$ cat config.mk
export PLATFORM = sky130hd
export DESIGN_NAME = jpeg_stream_top
export DESIGN_NICKNAME = d
export VERILOG_FILES = /design/src/design/jpeg_stream_pkg.sv /design/src/design/bit_packer.sv /design/src/design/byte_stuffer.sv /design/src/design/frame_control.sv /design/src/design/jpeg_stream_top.sv /design/src/design/word_serializer.sv
export SDC_FILE = /design/constraint.sdc
export NUM_CORES = 1
export LEC_CHECK = 0
export ABC_CLOCK_PERIOD_IN_PS = 12400
export BUFFER_PORTS_ARGS = -buffer_cell sky130_fd_sc_hd__buf_2
export CAP_MARGIN = 10
export CORE_ASPECT_RATIO = 1.75
export CORE_MARGIN = 2
export CORE_UTILIZATION = 45
export CTS_CLUSTER_DIAMETER = 120
export CTS_CLUSTER_SIZE = 12
export DETAILED_ROUTE_END_ITERATION = 10
export PLACE_DENSITY = 0.65
export RECOVER_POWER = 25
export SETUP_SLACK_MARGIN = 0.3
export SLEW_MARGIN = 10
export SYNTH_ARGS = -nofsm -noshare
export SYNTH_HDL_FRONTEND = slang
export SYNTH_SLANG_ARGS = --single-unit
$ cat constraint.sdc
create_clock -name clock -period 12.4 [get_ports clock]
set_input_delay 0.62 -clock clock [delete_from_list [all_inputs] [get_ports clock]]
set_output_delay 0.62 -clock clock [all_outputs]
set_load 0.05 [all_outputs]
$ cat src/design/jpeg_stream_pkg.sv
// shared widths, frame constants, flush state encoding and port structs
// for the JPEG output stream

package jpeg_stream_pkg;

    // codeword field and packed word width
    localparam int code_width = 32;
    // codeword length holds 0 to 32
    localparam int len_width = 6;
    localparam int byte_width = 8;

    ////////////////////////////////
    // frame constants
    localparam int mcu_count_width = 11;
    localparam logic [mcu_count_width-1:0] mcus_per_frame = 11'd1200;

    // upper bound on how long bits stay in the output chain after the last MCU
    localparam int hold_count_width = 16;
    localparam logic [hold_count_width-1:0] pipeline_lifetime = 16'd256;

    typedef enum logic [1:0] {
        flush_idle  = 2'b00,
        flush_ones  = 2'b01,
        flush_clear = 2'b10
    } flush_state_e;

    ////////////////////////////////
    // port structs
    typedef struct packed {
        logic                  valid;
        logic [len_width-1:0]  length;
        logic [code_width-1:0] bits;
    } codeword_t;

    typedef struct packed {
        logic                  valid;
        logic [code_width-1:0] data;
    } packed_word_t;

    typedef struct packed {
        logic                  valid;
        logic [byte_width-1:0] data;
    } stream_byte_t;

endpackage

$ cat src/design/bit_packer.sv
// bit packer: appends variable-length codewords MSB first and emits
// each completed 32-bit word

`timescale 1ns/1ns

module bit_packer (
    input  logic                          clock,
    input  logic                          nreset,
    input  logic                          clear_i,
    input  jpeg_stream_pkg::codeword_t    codeword_i,
    output jpeg_stream_pkg::packed_word_t word_o
);
    import jpeg_stream_pkg::*;

    // acc_q holds fill_q bits left-aligned, all bits below them are zero
    logic [code_width-1:0]   acc_q;
    logic [len_width-1:0]    fill_q;
    logic [6:0]              total;
    logic [6:0]              shift_amt;
    logic [2*code_width-1:0] code_ext;
    logic [2*code_width-1:0] window;
    logic                    word_ready;
    logic                    word_valid_q;
    logic [code_width-1:0]   word_data_q;

    assign total = {1'b0, fill_q} + {1'b0, codeword_i.length};
    assign shift_amt = 7'd64 - total;

    // only the low length bits of the codeword count
    assign code_ext = {{code_width{1'b0}}, codeword_i.bits} &
                      ~({(2*code_width){1'b1}} << codeword_i.length);

    // place the new bits directly after the ones already held
    assign window = {acc_q, {code_width{1'b0}}} | (code_ext << shift_amt);
    assign word_ready = codeword_i.valid && (total >= 7'd32);

    always_ff @(posedge clock) begin
        if (nreset) begin
            acc_q <= '0;
            fill_q <= '0;
            word_valid_q <= 1'b0;
        end else if (clear_i) begin
            acc_q <= '0;
            fill_q <= '0;
            word_valid_q <= 1'b0;
        end else begin
            word_valid_q <= word_ready;
            if (codeword_i.valid) begin
                if (word_ready) begin
                    // the remainder moves up to the top of the accumulator
                    acc_q <= window[code_width-1:0];
                    fill_q <= len_width'(total - 7'd32);
                end else begin
                    acc_q <= window[2*code_width-1:code_width];
                    fill_q <= len_width'(total);
                end
            end
        end
    end

    always_ff @(posedge clock) begin
        if (word_ready) begin
            word_data_q <= window[2*code_width-1:code_width];
        end
    end

    assign word_o = '{valid: word_valid_q, data: word_data_q};

    // upstream must never send more than a full word of bits at once
    a_length_in_range: assert property (@(posedge clock) disable iff (nreset)
        codeword_i.valid |-> (codeword_i.length <= len_width'(code_width)));

endmodule

$ cat src/design/byte_stuffer.sv
// byte stuffer: forwards each byte and follows every ff with an inserted 00

`timescale 1ns/1ns

module byte_stuffer (
    input  logic                          clock,
    input  logic                          nreset,
    input  jpeg_stream_pkg::stream_byte_t byte_i,
    output jpeg_stream_pkg::stream_byte_t byte_o
);
    import jpeg_stream_pkg::*;

    logic                  pending_q;
    logic                  out_valid_q;
    logic [byte_width-1:0] out_data_q;

    always_ff @(posedge clock) begin
        if (nreset) begin
            pending_q <= 1'b0;
            out_valid_q <= 1'b0;
        end else if (pending_q) begin
            // this cycle belongs to the stuffed zero
            pending_q <= 1'b0;
            out_valid_q <= 1'b1;
        end else begin
            out_valid_q <= byte_i.valid;
            pending_q <= byte_i.valid && (byte_i.data == {byte_width{1'b1}});
        end
    end

    always_ff @(posedge clock) begin
        if (pending_q) begin
            out_data_q <= '0;
        end else if (byte_i.valid) begin
            out_data_q <= byte_i.data;
        end
    end

    assign byte_o = '{valid: out_valid_q, data: out_data_q};

    // the serializer leaves a gap after every byte for the zero
    a_byte_while_pending: assert property (@(posedge clock) disable iff (nreset)
        byte_i.valid |-> !pending_q);

endmodule

$ cat src/design/frame_control.sv
// frame control: vsync synchronizer, MCU counter, packer flush FSM
// and the frame-valid hold counter

`timescale 1ns/1ns

module frame_control (
    input  logic                       clock,
    input  logic                       nreset,
    input  jpeg_stream_pkg::codeword_t codeword_i,
    input  logic                       mcu_done_i,
    input  logic                       sensor_vsync_i,
    input  logic                       packed_valid_i,
    output jpeg_stream_pkg::codeword_t packer_codeword_o,
    output logic                       clear_packer_o,
    output logic                       frame_valid_o
);
    import jpeg_stream_pkg::*;

    logic [2:0]                  vsync_sync_q;
    logic                        vsync_rise;
    logic [mcu_count_width-1:0]  mcu_count_q;
    logic                        frame_done;
    flush_state_e                state_q;
    flush_state_e                state_d;
    logic [hold_count_width-1:0] hold_count_q;

    //////////////////////////////
    // vsync synchronizer and MCU count

    // first two stages resolve metastability, the third holds the previous level
    assign vsync_rise = vsync_sync_q[1] & ~vsync_sync_q[2];
    assign frame_done = (mcu_count_q >= mcus_per_frame);

    always_ff @(posedge clock) begin
        if (nreset) begin
            vsync_sync_q <= 3'b000;
            mcu_count_q <= '0;
        end else begin
            vsync_sync_q <= {vsync_sync_q[1:0], sensor_vsync_i};
            if (vsync_rise) begin
                mcu_count_q <= '0;
            end else if (mcu_done_i && !frame_done) begin
                mcu_count_q <= mcu_count_q + 1'b1;
            end
        end
    end

    //////////////////////////////
    // flush FSM

    always_comb begin
        state_d = state_q;
        packer_codeword_o = codeword_i;
        clear_packer_o = 1'b0;
        case (state_q)
            flush_idle: begin
                // codewords arriving after the last MCU belong to no frame
                packer_codeword_o.valid = codeword_i.valid & ~frame_done;
                if (frame_done) begin
                    state_d = flush_ones;
                end
            end
            flush_ones: begin
                // a full word of ones pushes out whatever the packer still holds
                packer_codeword_o.valid = 1'b1;
                packer_codeword_o.length = len_width'(code_width);
                packer_codeword_o.bits = '1;
                state_d = flush_clear;
            end
            flush_clear: begin
                packer_codeword_o = '0;
                clear_packer_o = 1'b1;
                if (!frame_done) begin
                    state_d = flush_idle;
                end
            end
            default: begin
                packer_codeword_o = '0;
                state_d = flush_idle;
            end
        endcase
    end

    always_ff @(posedge clock) begin
        if (nreset) begin
            state_q <= flush_idle;
        end else begin
            state_q <= state_d;
        end
    end

    //////////////////////////////
    // frame valid hold

    always_ff @(posedge clock) begin
        if (nreset) begin
            hold_count_q <= '0;
            frame_valid_o <= 1'b0;
        end else begin
            if (!frame_done) begin
                hold_count_q <= '0;
            end else if (hold_count_q != pipeline_lifetime) begin
                hold_count_q <= hold_count_q + 1'b1;
            end
            if (packed_valid_i) begin
                frame_valid_o <= 1'b1;
            end else if (hold_count_q >= pipeline_lifetime) begin
                frame_valid_o <= 1'b0;
            end
        end
    end

endmodule

$ cat src/design/jpeg_stream_top.sv
// top level of the JPEG output stream: frame control, bit packer,
// word serializer and byte stuffer

`timescale 1ns/1ns

module jpeg_stream_top (
    input  logic                                  clock,
    input  logic                                  nreset,
    input  jpeg_stream_pkg::codeword_t            codeword_i,
    input  logic                                  mcu_done_i,
    input  logic                                  sensor_vsync_i,
    output logic                                  byte_valid_o,
    output logic [jpeg_stream_pkg::byte_width-1:0] byte_o,
    output logic                                  frame_valid_o
);
    import jpeg_stream_pkg::*;

    codeword_t    packer_codeword;
    logic         clear_packer;
    packed_word_t packed_word;
    stream_byte_t raw_byte;
    stream_byte_t stuffed_byte;

    //////////////////////////////
    // control
    frame_control frame_control_inst (
        .clock             (clock),
        .nreset            (nreset),
        .codeword_i        (codeword_i),
        .mcu_done_i        (mcu_done_i),
        .sensor_vsync_i    (sensor_vsync_i),
        .packed_valid_i    (packed_word.valid),
        .packer_codeword_o (packer_codeword),
        .clear_packer_o    (clear_packer),
        .frame_valid_o     (frame_valid_o)
    );

    //////////////////////////////
    // datapath
    bit_packer bit_packer_inst (
        .clock      (clock),
        .nreset     (nreset),
        .clear_i    (clear_packer),
        .codeword_i (packer_codeword),
        .word_o     (packed_word)
    );

    word_serializer word_serializer_inst (
        .clock  (clock),
        .nreset (nreset),
        .word_i (packed_word),
        .byte_o (raw_byte)
    );

    byte_stuffer byte_stuffer_inst (
        .clock  (clock),
        .nreset (nreset),
        .byte_i (raw_byte),
        .byte_o (stuffed_byte)
    );

    assign byte_valid_o = stuffed_byte.valid;
    assign byte_o = stuffed_byte.data;

endmodule

$ cat src/design/word_serializer.sv
// word serializer: splits a 32-bit word into four bytes, most significant
// first, on every other cycle

`timescale 1ns/1ns

module word_serializer (
    input  logic                          clock,
    input  logic                          nreset,
    input  jpeg_stream_pkg::packed_word_t word_i,
    output jpeg_stream_pkg::stream_byte_t byte_o
);
    import jpeg_stream_pkg::*;

    // phase 0 is idle, 1 to 7 step through one word
    logic [2:0]            phase_q;
    logic                  emit;
    logic [code_width-1:0] shift_q;
    logic                  byte_valid_q;
    logic [byte_width-1:0] byte_data_q;

    // the remaining three bytes leave on the even phases
    assign emit = (phase_q != 3'd0) && !phase_q[0];

    always_ff @(posedge clock) begin
        if (nreset) begin
            phase_q <= 3'd0;
            byte_valid_q <= 1'b0;
        end else begin
            byte_valid_q <= word_i.valid || emit;
            if (word_i.valid) begin
                phase_q <= 3'd1;
            end else if (phase_q != 3'd0) begin
                phase_q <= phase_q + 3'd1;
            end
        end
    end

    always_ff @(posedge clock) begin
        if (word_i.valid) begin
            byte_data_q <= word_i.data[code_width-1 -: byte_width];
            shift_q <= {word_i.data[code_width-byte_width-1:0], {byte_width{1'b0}}};
        end else if (emit) begin
            byte_data_q <= shift_q[code_width-1 -: byte_width];
            shift_q <= {shift_q[code_width-byte_width-1:0], {byte_width{1'b0}}};
        end
    end

    assign byte_o = '{valid: byte_valid_q, data: byte_data_q};

    // the codeword spacing rule keeps packed words at least 8 cycles apart
    a_word_while_busy: assert property (@(posedge clock) disable iff (nreset)
        word_i.valid |-> (phase_q == 3'd0));

endmodule

==> impl_results.md, run 1 <==
- Unrepaired setup endpoints after global routing: false
- CP Launch Point: frame_control_inst.state_q[0]
- Initial antenna violation count: 0
- Die Y: 203 um
- Pre-CTS setup slack: 7.06 ns
- Synthesized instance count: 1184
- Setup bufs post-CTS: 0
- Core area: 0.0222 mm^2
- Critical Path Fanout Max: 52
- # IOs: 53
- Post-synthesis async set-or-reset flop share: 0%
- P_int: 1370 uW
- Synthesized area per cell: 8.59 um^2
- Area grow syn2layout: 10.2%
- Main synth FF type: dfxtp_1
- Max Clock Skew: 0.0124 ns
- Pwr dens: 202 mW/mm^2
- WL final: 30.8 mm
- Worst VDD drop: 0.000113 V
- Crit Reg-Reg Endpoint: bit_packer_inst.acc_q[0]
- Final HPWL DP: 22.8 mm
- Number of synthesized flops with an enable pin: 64
- Setup CP Type: register to register
- Root Buffer: clkbuf_16
- TritonRoute pass-1 iters: 5
- Htree depth: 4
- Crit path capture: bit_packer_inst.acc_q[0]
- GRT Overall Usage: 25.7%
- Final core occ: 50.6%
- Antenna diodes: 0
- Leak: 0.00413 uW
- Worst Tran Pin Value: 1.83 ns
- Flops & latches, synth: 150
- Crit path launch type: register
- WHS: 0.402 ns
- Reg2reg setup slack: 6.96 ns
- Slew Viols, Final: 38
- Failing checks: capacitance limit, slew limit
- Nature of the critical path endpoint: register
- Vias in the first global route: 9026
- Period Utilization, post-route: 43.8%
- First-pass GRT wire length: 48.6 mm
- Part of the power in combinational logic: 43.0%
- Syn_nets: 1239
- Switching power of the nets: 892 uW
- MaxCap Viol Count: 1
- Port buffer count: 52
- Worst Reg-to-Reg Cells: 17
- Initial Util: 45.9%
- Share of layout cells above drive strength 1: 15.0%
- Register share of total power: 32.7%
- Seq/Total Area, Yosys: 35.8%
- Antenna-violating nets left: 0
- Worst setup margin: 6.96 ns
- Maximum number of pins on one net before global-route repair: 53
- Final Hold Viols: 0
- CTS tree: done
- Setup TNS: 0 ns
- Crit path time final: 5.44 ns
- # rows: 72
- Number of nets in the layout: 1242
- Slew Limit Headroom: -22.1%
- Run status: finished, violations left
- Die width: 118 um
- Switching power share of the total: 39.4%
- Die area: 0.0239 mm^2
- Inserted Clock Buffers: 17
- DRC violation total after the first TritonRoute iteration: 776
- WP data required: 12.72 ns
- Cts hold-fix bufs: 0
- Max Fclk: 184 MHz
- Critical path arrival: 5.76 ns
- Hold_sp: sensor_vsync_i
- Final GP Congestion: 0.949
- Hold WC Path Type: input pin to register
- Post-Syn Area: 0.0102 mm^2
- Clock tree buffer depth: 2
- Clk sinks: 150
- Distinct cell type count after synthesis: 97
- Final setup fails: 0
- Synth warnings: 0
- Clock transition at path regs: 0.06 ns
- Clock Latency Late Sink: 0.43 ns
- Via density: 6.26
- Reg2reg start: frame_control_inst.state_q[0]
- DRC violations left: 0
- Fillers: 2194
- Via count: 9359
- Wire length per cell: 20.6 um
- CTS-repair resized insts: 0
- Total grt overflow: 0
- Share of total power in the clock network: 24.3%
## how the worst min path moves through the flow
stage | endpoint | slack, ns | cells past startpoint
floorplan | frame_control_inst.vsync_sync_q[1] | 0.41 | 1
global placement | frame_control_inst.vsync_sync_q[1] | 0.42 | 1
detailed placement | frame_control_inst.vsync_sync_q[1] | 0.44 | 1
CTS | frame_control_inst.vsync_sync_q[0] | 0.39 | 2
global route | frame_control_inst.vsync_sync_q[0] | 0.40 | 2
finish | frame_control_inst.vsync_sync_q[0] | 0.40 | 2
## through the flow
step	std cells	area (um^2)	total power, uW
floorplan	1184	10200	1470
finish	1496	11200	2270
global route	1496	11200	2390
CTS	1496	11200	2260
detailed placement	1464	10600	1710
global placement	1464	10600	1690
## power groups by stage
stage                     combinational (uW)  clock [uW]  sequential (uW)
final                                    975         551              740
after global routing                    1050         582              753
after CTS                                958         560              742
after detailed placement                 954           0              751
after global placement                   945           0              747
after floorplan                          687           0              780
## layout make-up
class                   count  area (um^2)  share of cell area, %
repair buffers             74          412                   3.67
clock buffers              24          536                   4.78
multi-input cells         915         6040                   53.9
inverters                  29          109                  0.971
well taps                 296          370                   3.30
clock inverters             8          103                  0.915
flip-flops and latches    150         3640                   32.5
## synth_stat cells (all sizes together), types with 14 or more instances
library cell  instances  area, um^2
a211oi               18         148
a21o                 14         105
a21oi                75         375
a22oi                17         128
a31oi                15        93.8
and2                 20         125
buf                  43         239
clkbuf               47         178
dfxtp                86        1720
edfxtp               64        1920
inv                  27         101
mux2                 40         450
mux2i                41         410
nand2                88         330
nand3                28         140
nor2                144         543
nor3                 43         231
o211ai               18         164
o21ai                79         395
o21bai               14         105
o22ai                25         156
xnor2                17         156
xor2                 18         191
## kinds of logic after synthesis
kind of cell	synth area share [%]
xor gates and xnor gates	3.42
buffers and inverters	5.17
DFF	35.8
muxes	9.13
AOI/OAI and AO/OA	26.0
adders and majority gates	1.48
and+or+nand+nor	19.0
## sequential cells by signal, summed over array words and instances, names as in the netlist, 2 cells and up
| register | flops |
|---|---|
| word_serializer_inst.byte_data_q | 8 |
| word_serializer_inst.phase_q | 3 |
| bit_packer_inst.word_data_q | 32 |
| bit_packer_inst.acc_q | 32 |
| bit_packer_inst.fill_q | 6 |
| frame_control_inst.mcu_count_q | 11 |
| frame_control_inst.state_q | 2 |
| frame_control_inst.vsync_sync_q | 3 |
| frame_control_inst.hold_count_q | 16 |
| word_serializer_inst.shift_q | 24 |
| byte_stuffer_inst.out_data_q | 8 |
## routing by layer
layer	vias to the layer above	share of wire, %	GRT usage [%]
met5	-	0	0
met4	0	7.2	18.5
met3	135	5.5	3.93
met2	431	50	45.7
met1	4374	37	27.5
li1	4419	-	-
## cell usage in the layout, fill, tap and decap left out, types with 12 or more instances in the layout
master,netlist,routed
o22ai_1,25,25
inv_1,27,27
nor3_1,41,41
a21o_1,14,14
buf_4,5,21
o21a_1,12,12
a21oi_1,75,75
a31oi_1,15,15
nand2b_1,12,12
ha_1,12,12
buf_2,23,44
nand3_1,28,28
edfxtp_1,64,64
a211oi_1,17,17
a22oi_1,17,17
o21ai_0,76,76
clkbuf_16,0,20
mux2_2,40,40
o211ai_1,14,14
nor2_1,143,143
and2_1,19,14
xnor2_1,16,14
o21bai_1,14,13
nand2_1,88,88
xor2_1,15,14
mux2i_1,41,41
dfxtp_1,86,86
## worst max-delay path, stage by stage (launching register included)
cell	delay [ns]
dfxtp_1	0.30
buf_4	0.43
nor2_1	0.15
and2_1	0.19
ha_1	0.26
buf_4	0.35
inv_1	0.39
ha_1	0.36
xor2_1	0.16
nor3b_2	0.45
or2_1	0.16
buf_4	0.37
mux2_2	0.41
a221oi_2	0.44
a2111oi_0	0.19
o31ai_1	0.33
a21oi_1	0.11
o21a_1	0.20
Note: power is estimated with default switching activity, not from simulation.
==> run 2: changes to the inputs <==
- ABC_CLOCK_PERIOD_IN_PS: 12400 -> 4850
- PLACE_DENSITY: 0.65 -> 0.67
- clock period: 12.4 -> 4.85 ns (I/O delays scaled with it)
==> impl_results.md, run 2 (same netlist as run 1, synthesis figures left out) <==
- Run status: completed
- First-pass GRT wire length: 50.2 mm
- CTS tree: done
- # rows: 72
- Worst Hold End: frame_control_inst.vsync_sync_q[0]
- Leak: 0.00419 uW
- Setup TNS: 0 ns
- Commonest non-fill, non-tap cells in the layout: nor2_1 (143), nand2_1 (88), dfxtp_1 (84), o21ai_0 (76), a21oi_1 (75)
- Seq. cell area: 0.00365 mm^2
- Critical path buffers and inverters: 2
- WL final: 31.9 mm
- Number of nets in the layout: 1264
- Fillers: 2198
- Hold_sp: sensor_vsync_i
- DRC violations left: 0
- DRC violation total after the first TritonRoute iteration: 630
- Share of layout cells above drive strength 1: 16.4%
- Die width: 118 um
- Via density: 6.27
- Initial Util: 45.9%
- Crit-path most repeated cell: ha_1
- Max Clock Skew: 0.0103 ns
- Port buffer count: 52
- Reg2reg start: frame_control_inst.state_q[1]
- Die Y: 203 um
- TritonRoute pass-1 iters: 6
- Reg2reg setup slack: 0.54 ns
- CP Cell Sequence: nor2_1 > and2_1 > ha_1 > ha_1 > inv_1 > ha_1 > xor2_1 > o21ba_2 > or2_1 > buf_12 > mux2_2 > a221oi_2 > a2111oi_0 > o31ai_1 > a21oi_1 > o21a_1
- Critical path arrival: 4.64 ns
- Nature of the critical path endpoint: register
- Cts hold-fix bufs: 0
- Top flop regs: bit_packer_inst.acc_q: 32 flops, bit_packer_inst.word_data_q: 32 flops, word_serializer_inst.shift_q: 24 flops
- Crit path launch type: register
- Worst Reg-to-Reg Cells: 16
- Vias in the first global route: 9262
- Maximum number of pins on one net before global-route repair: 45
- MaxCap Viol Count: 0
- Hold WC Path Type: input pin to register
- Final Hold Viols: 0
- Total grt overflow: 0
- Clock transition at path regs: 0.07 ns
- Slew Viols, Final: 0
- Worst VDD drop: 0.000289 V
- Final setup fails: 0
- Final GP Congestion: 1.03
- Most common cell after layout, fill and taps aside: nor2_1
- GRT Overall Usage: 26.4%
- Root Buffer: clkbuf_16
- Wire length per cell: 21.0 um
- # IOs: 53
- Inserted Clock Buffers: 17
- Clk sinks: 150
- Area grow syn2layout: 11.5%
- Critical Path Fanout Max: 40
- Clock tree buffer depth: 2
- Unrepaired setup endpoints after global routing: false
- Core area: 0.0222 mm^2
- Pwr dens: 509 mW/mm^2
- Slowest-stage cell, CP: dfxtp_2
- Initial antenna violation count: 0
- Area of the multi-input gates: 0.00604 mm^2
- Clock Latency Late Sink: 0.43 ns
- Setup CP Type: register to register
- Via count: 9523
- Antenna-violating nets left: 0
- Antenna diodes: 0
- Htree depth: 4
- Slowest Stage Delay on Critical Path: 0.45 ns
- Worst Tran Pin Value: 1.37 ns
- Crit path time final: 4.31 ns
- Final HPWL DP: 24.2 mm
- Crit Reg-Reg Endpoint: bit_packer_inst.acc_q[0]
- Period Utilization, post-route: 88.9%
- Max Fclk: 232 MHz
- Slew Limit Headroom: 8.54%
- Final core occ: 51.2%
- Family with the most delay on the worst path: compound AO/OA/AOI/OAI gates
- Die area: 0.0239 mm^2
- WP data required: 5.18 ns
- Hold Crit Depth: 2
-- run 2: changes by cell type in the layout (fill, tap and decap cells not counted), sizes merged --
| cell | change |
|---|---|
| bufinv | -1 |
| inv | +3 |
| clkbuf | -2 |
| clkinvlp | +3 |
| buf | +19 |
-- run 2: layer usage --
metal | global-route usage, % | up-vias | share of wire [%]
met3 | 3.71 | 140 | 4.9
met1 | 27.4 | 4520 | 36
met4 | 19.4 | 0 | 7.8
met5 | 0 | - | 0
li1 | - | 4454 | -
met2 | 48.2 | 409 | 51
-- run 2: worst register-to-register path, delay by kind of cell, from the launching register on --
family	cells	cell delay [ns]
and+or+nand+nor	3	0.46
muxes	1	0.40
DFF	1	0.45
adders and majority gates	3	0.78
xor gates and xnor gates	1	0.17
AOI/OAI and AO/OA	6	1.67
buffers and inverters	2	0.28
-- run 2: worst max-delay path by stage --
stage,start,to,slack (ns),cells after the start
final,frame_control_inst.state_q[1],bit_packer_inst.acc_q[0],0.54,16
after global routing,frame_control_inst.state_q[1],bit_packer_inst.acc_q[0],0.31,16
after CTS,frame_control_inst.state_q[1],bit_packer_inst.acc_q[0],0.41,16
after detailed placement,frame_control_inst.state_q[1],bit_packer_inst.acc_q[0],0.45,16
after global placement,frame_control_inst.state_q[1],bit_packer_inst.acc_q[0],0.58,16
after floorplan,frame_control_inst.state_q[1],bit_packer_inst.word_data_q[11],0.63,18
-- run 2: power by group --
group | internal, uW | switching (uW)
Combinational | 937 | 1650
Clock | 721 | 570
Sequential | 1750 | 147
-- run 2: area by class of cell --
type / instances / share of cell area (%)
multi-input combinational: 915 / 53.2
sequential: 150 / 32.1
timing repair buffer: 96 / 5.38
clock buffer: 19 / 3.82
tap: 296 / 3.27
clock inverter: 13 / 1.19
inverter: 29 / 0.960
-- run 2: stage by stage --
stage               power, uW  cells  worst slack [ns]  hold slack, ns  area [um^2]
floorplan                3750   1184             0.635           0.371        10200
global placement         4440   1486             0.582           0.440        10800
detailed placement       4460   1486             0.446           0.443        10800
CTS                      5760   1518             0.408         0.00931        11400
global route             6080   1518             0.313          0.0455        11300
finish                   5780   1518             0.538          0.0233        11300
-- run 2: timing repair --
item | 4_1_cts | 5_1_grt
gates resized for setup | 0 | 1
endpoints found under the setup margin | 0 | 20
setup buffers | 0 | 0
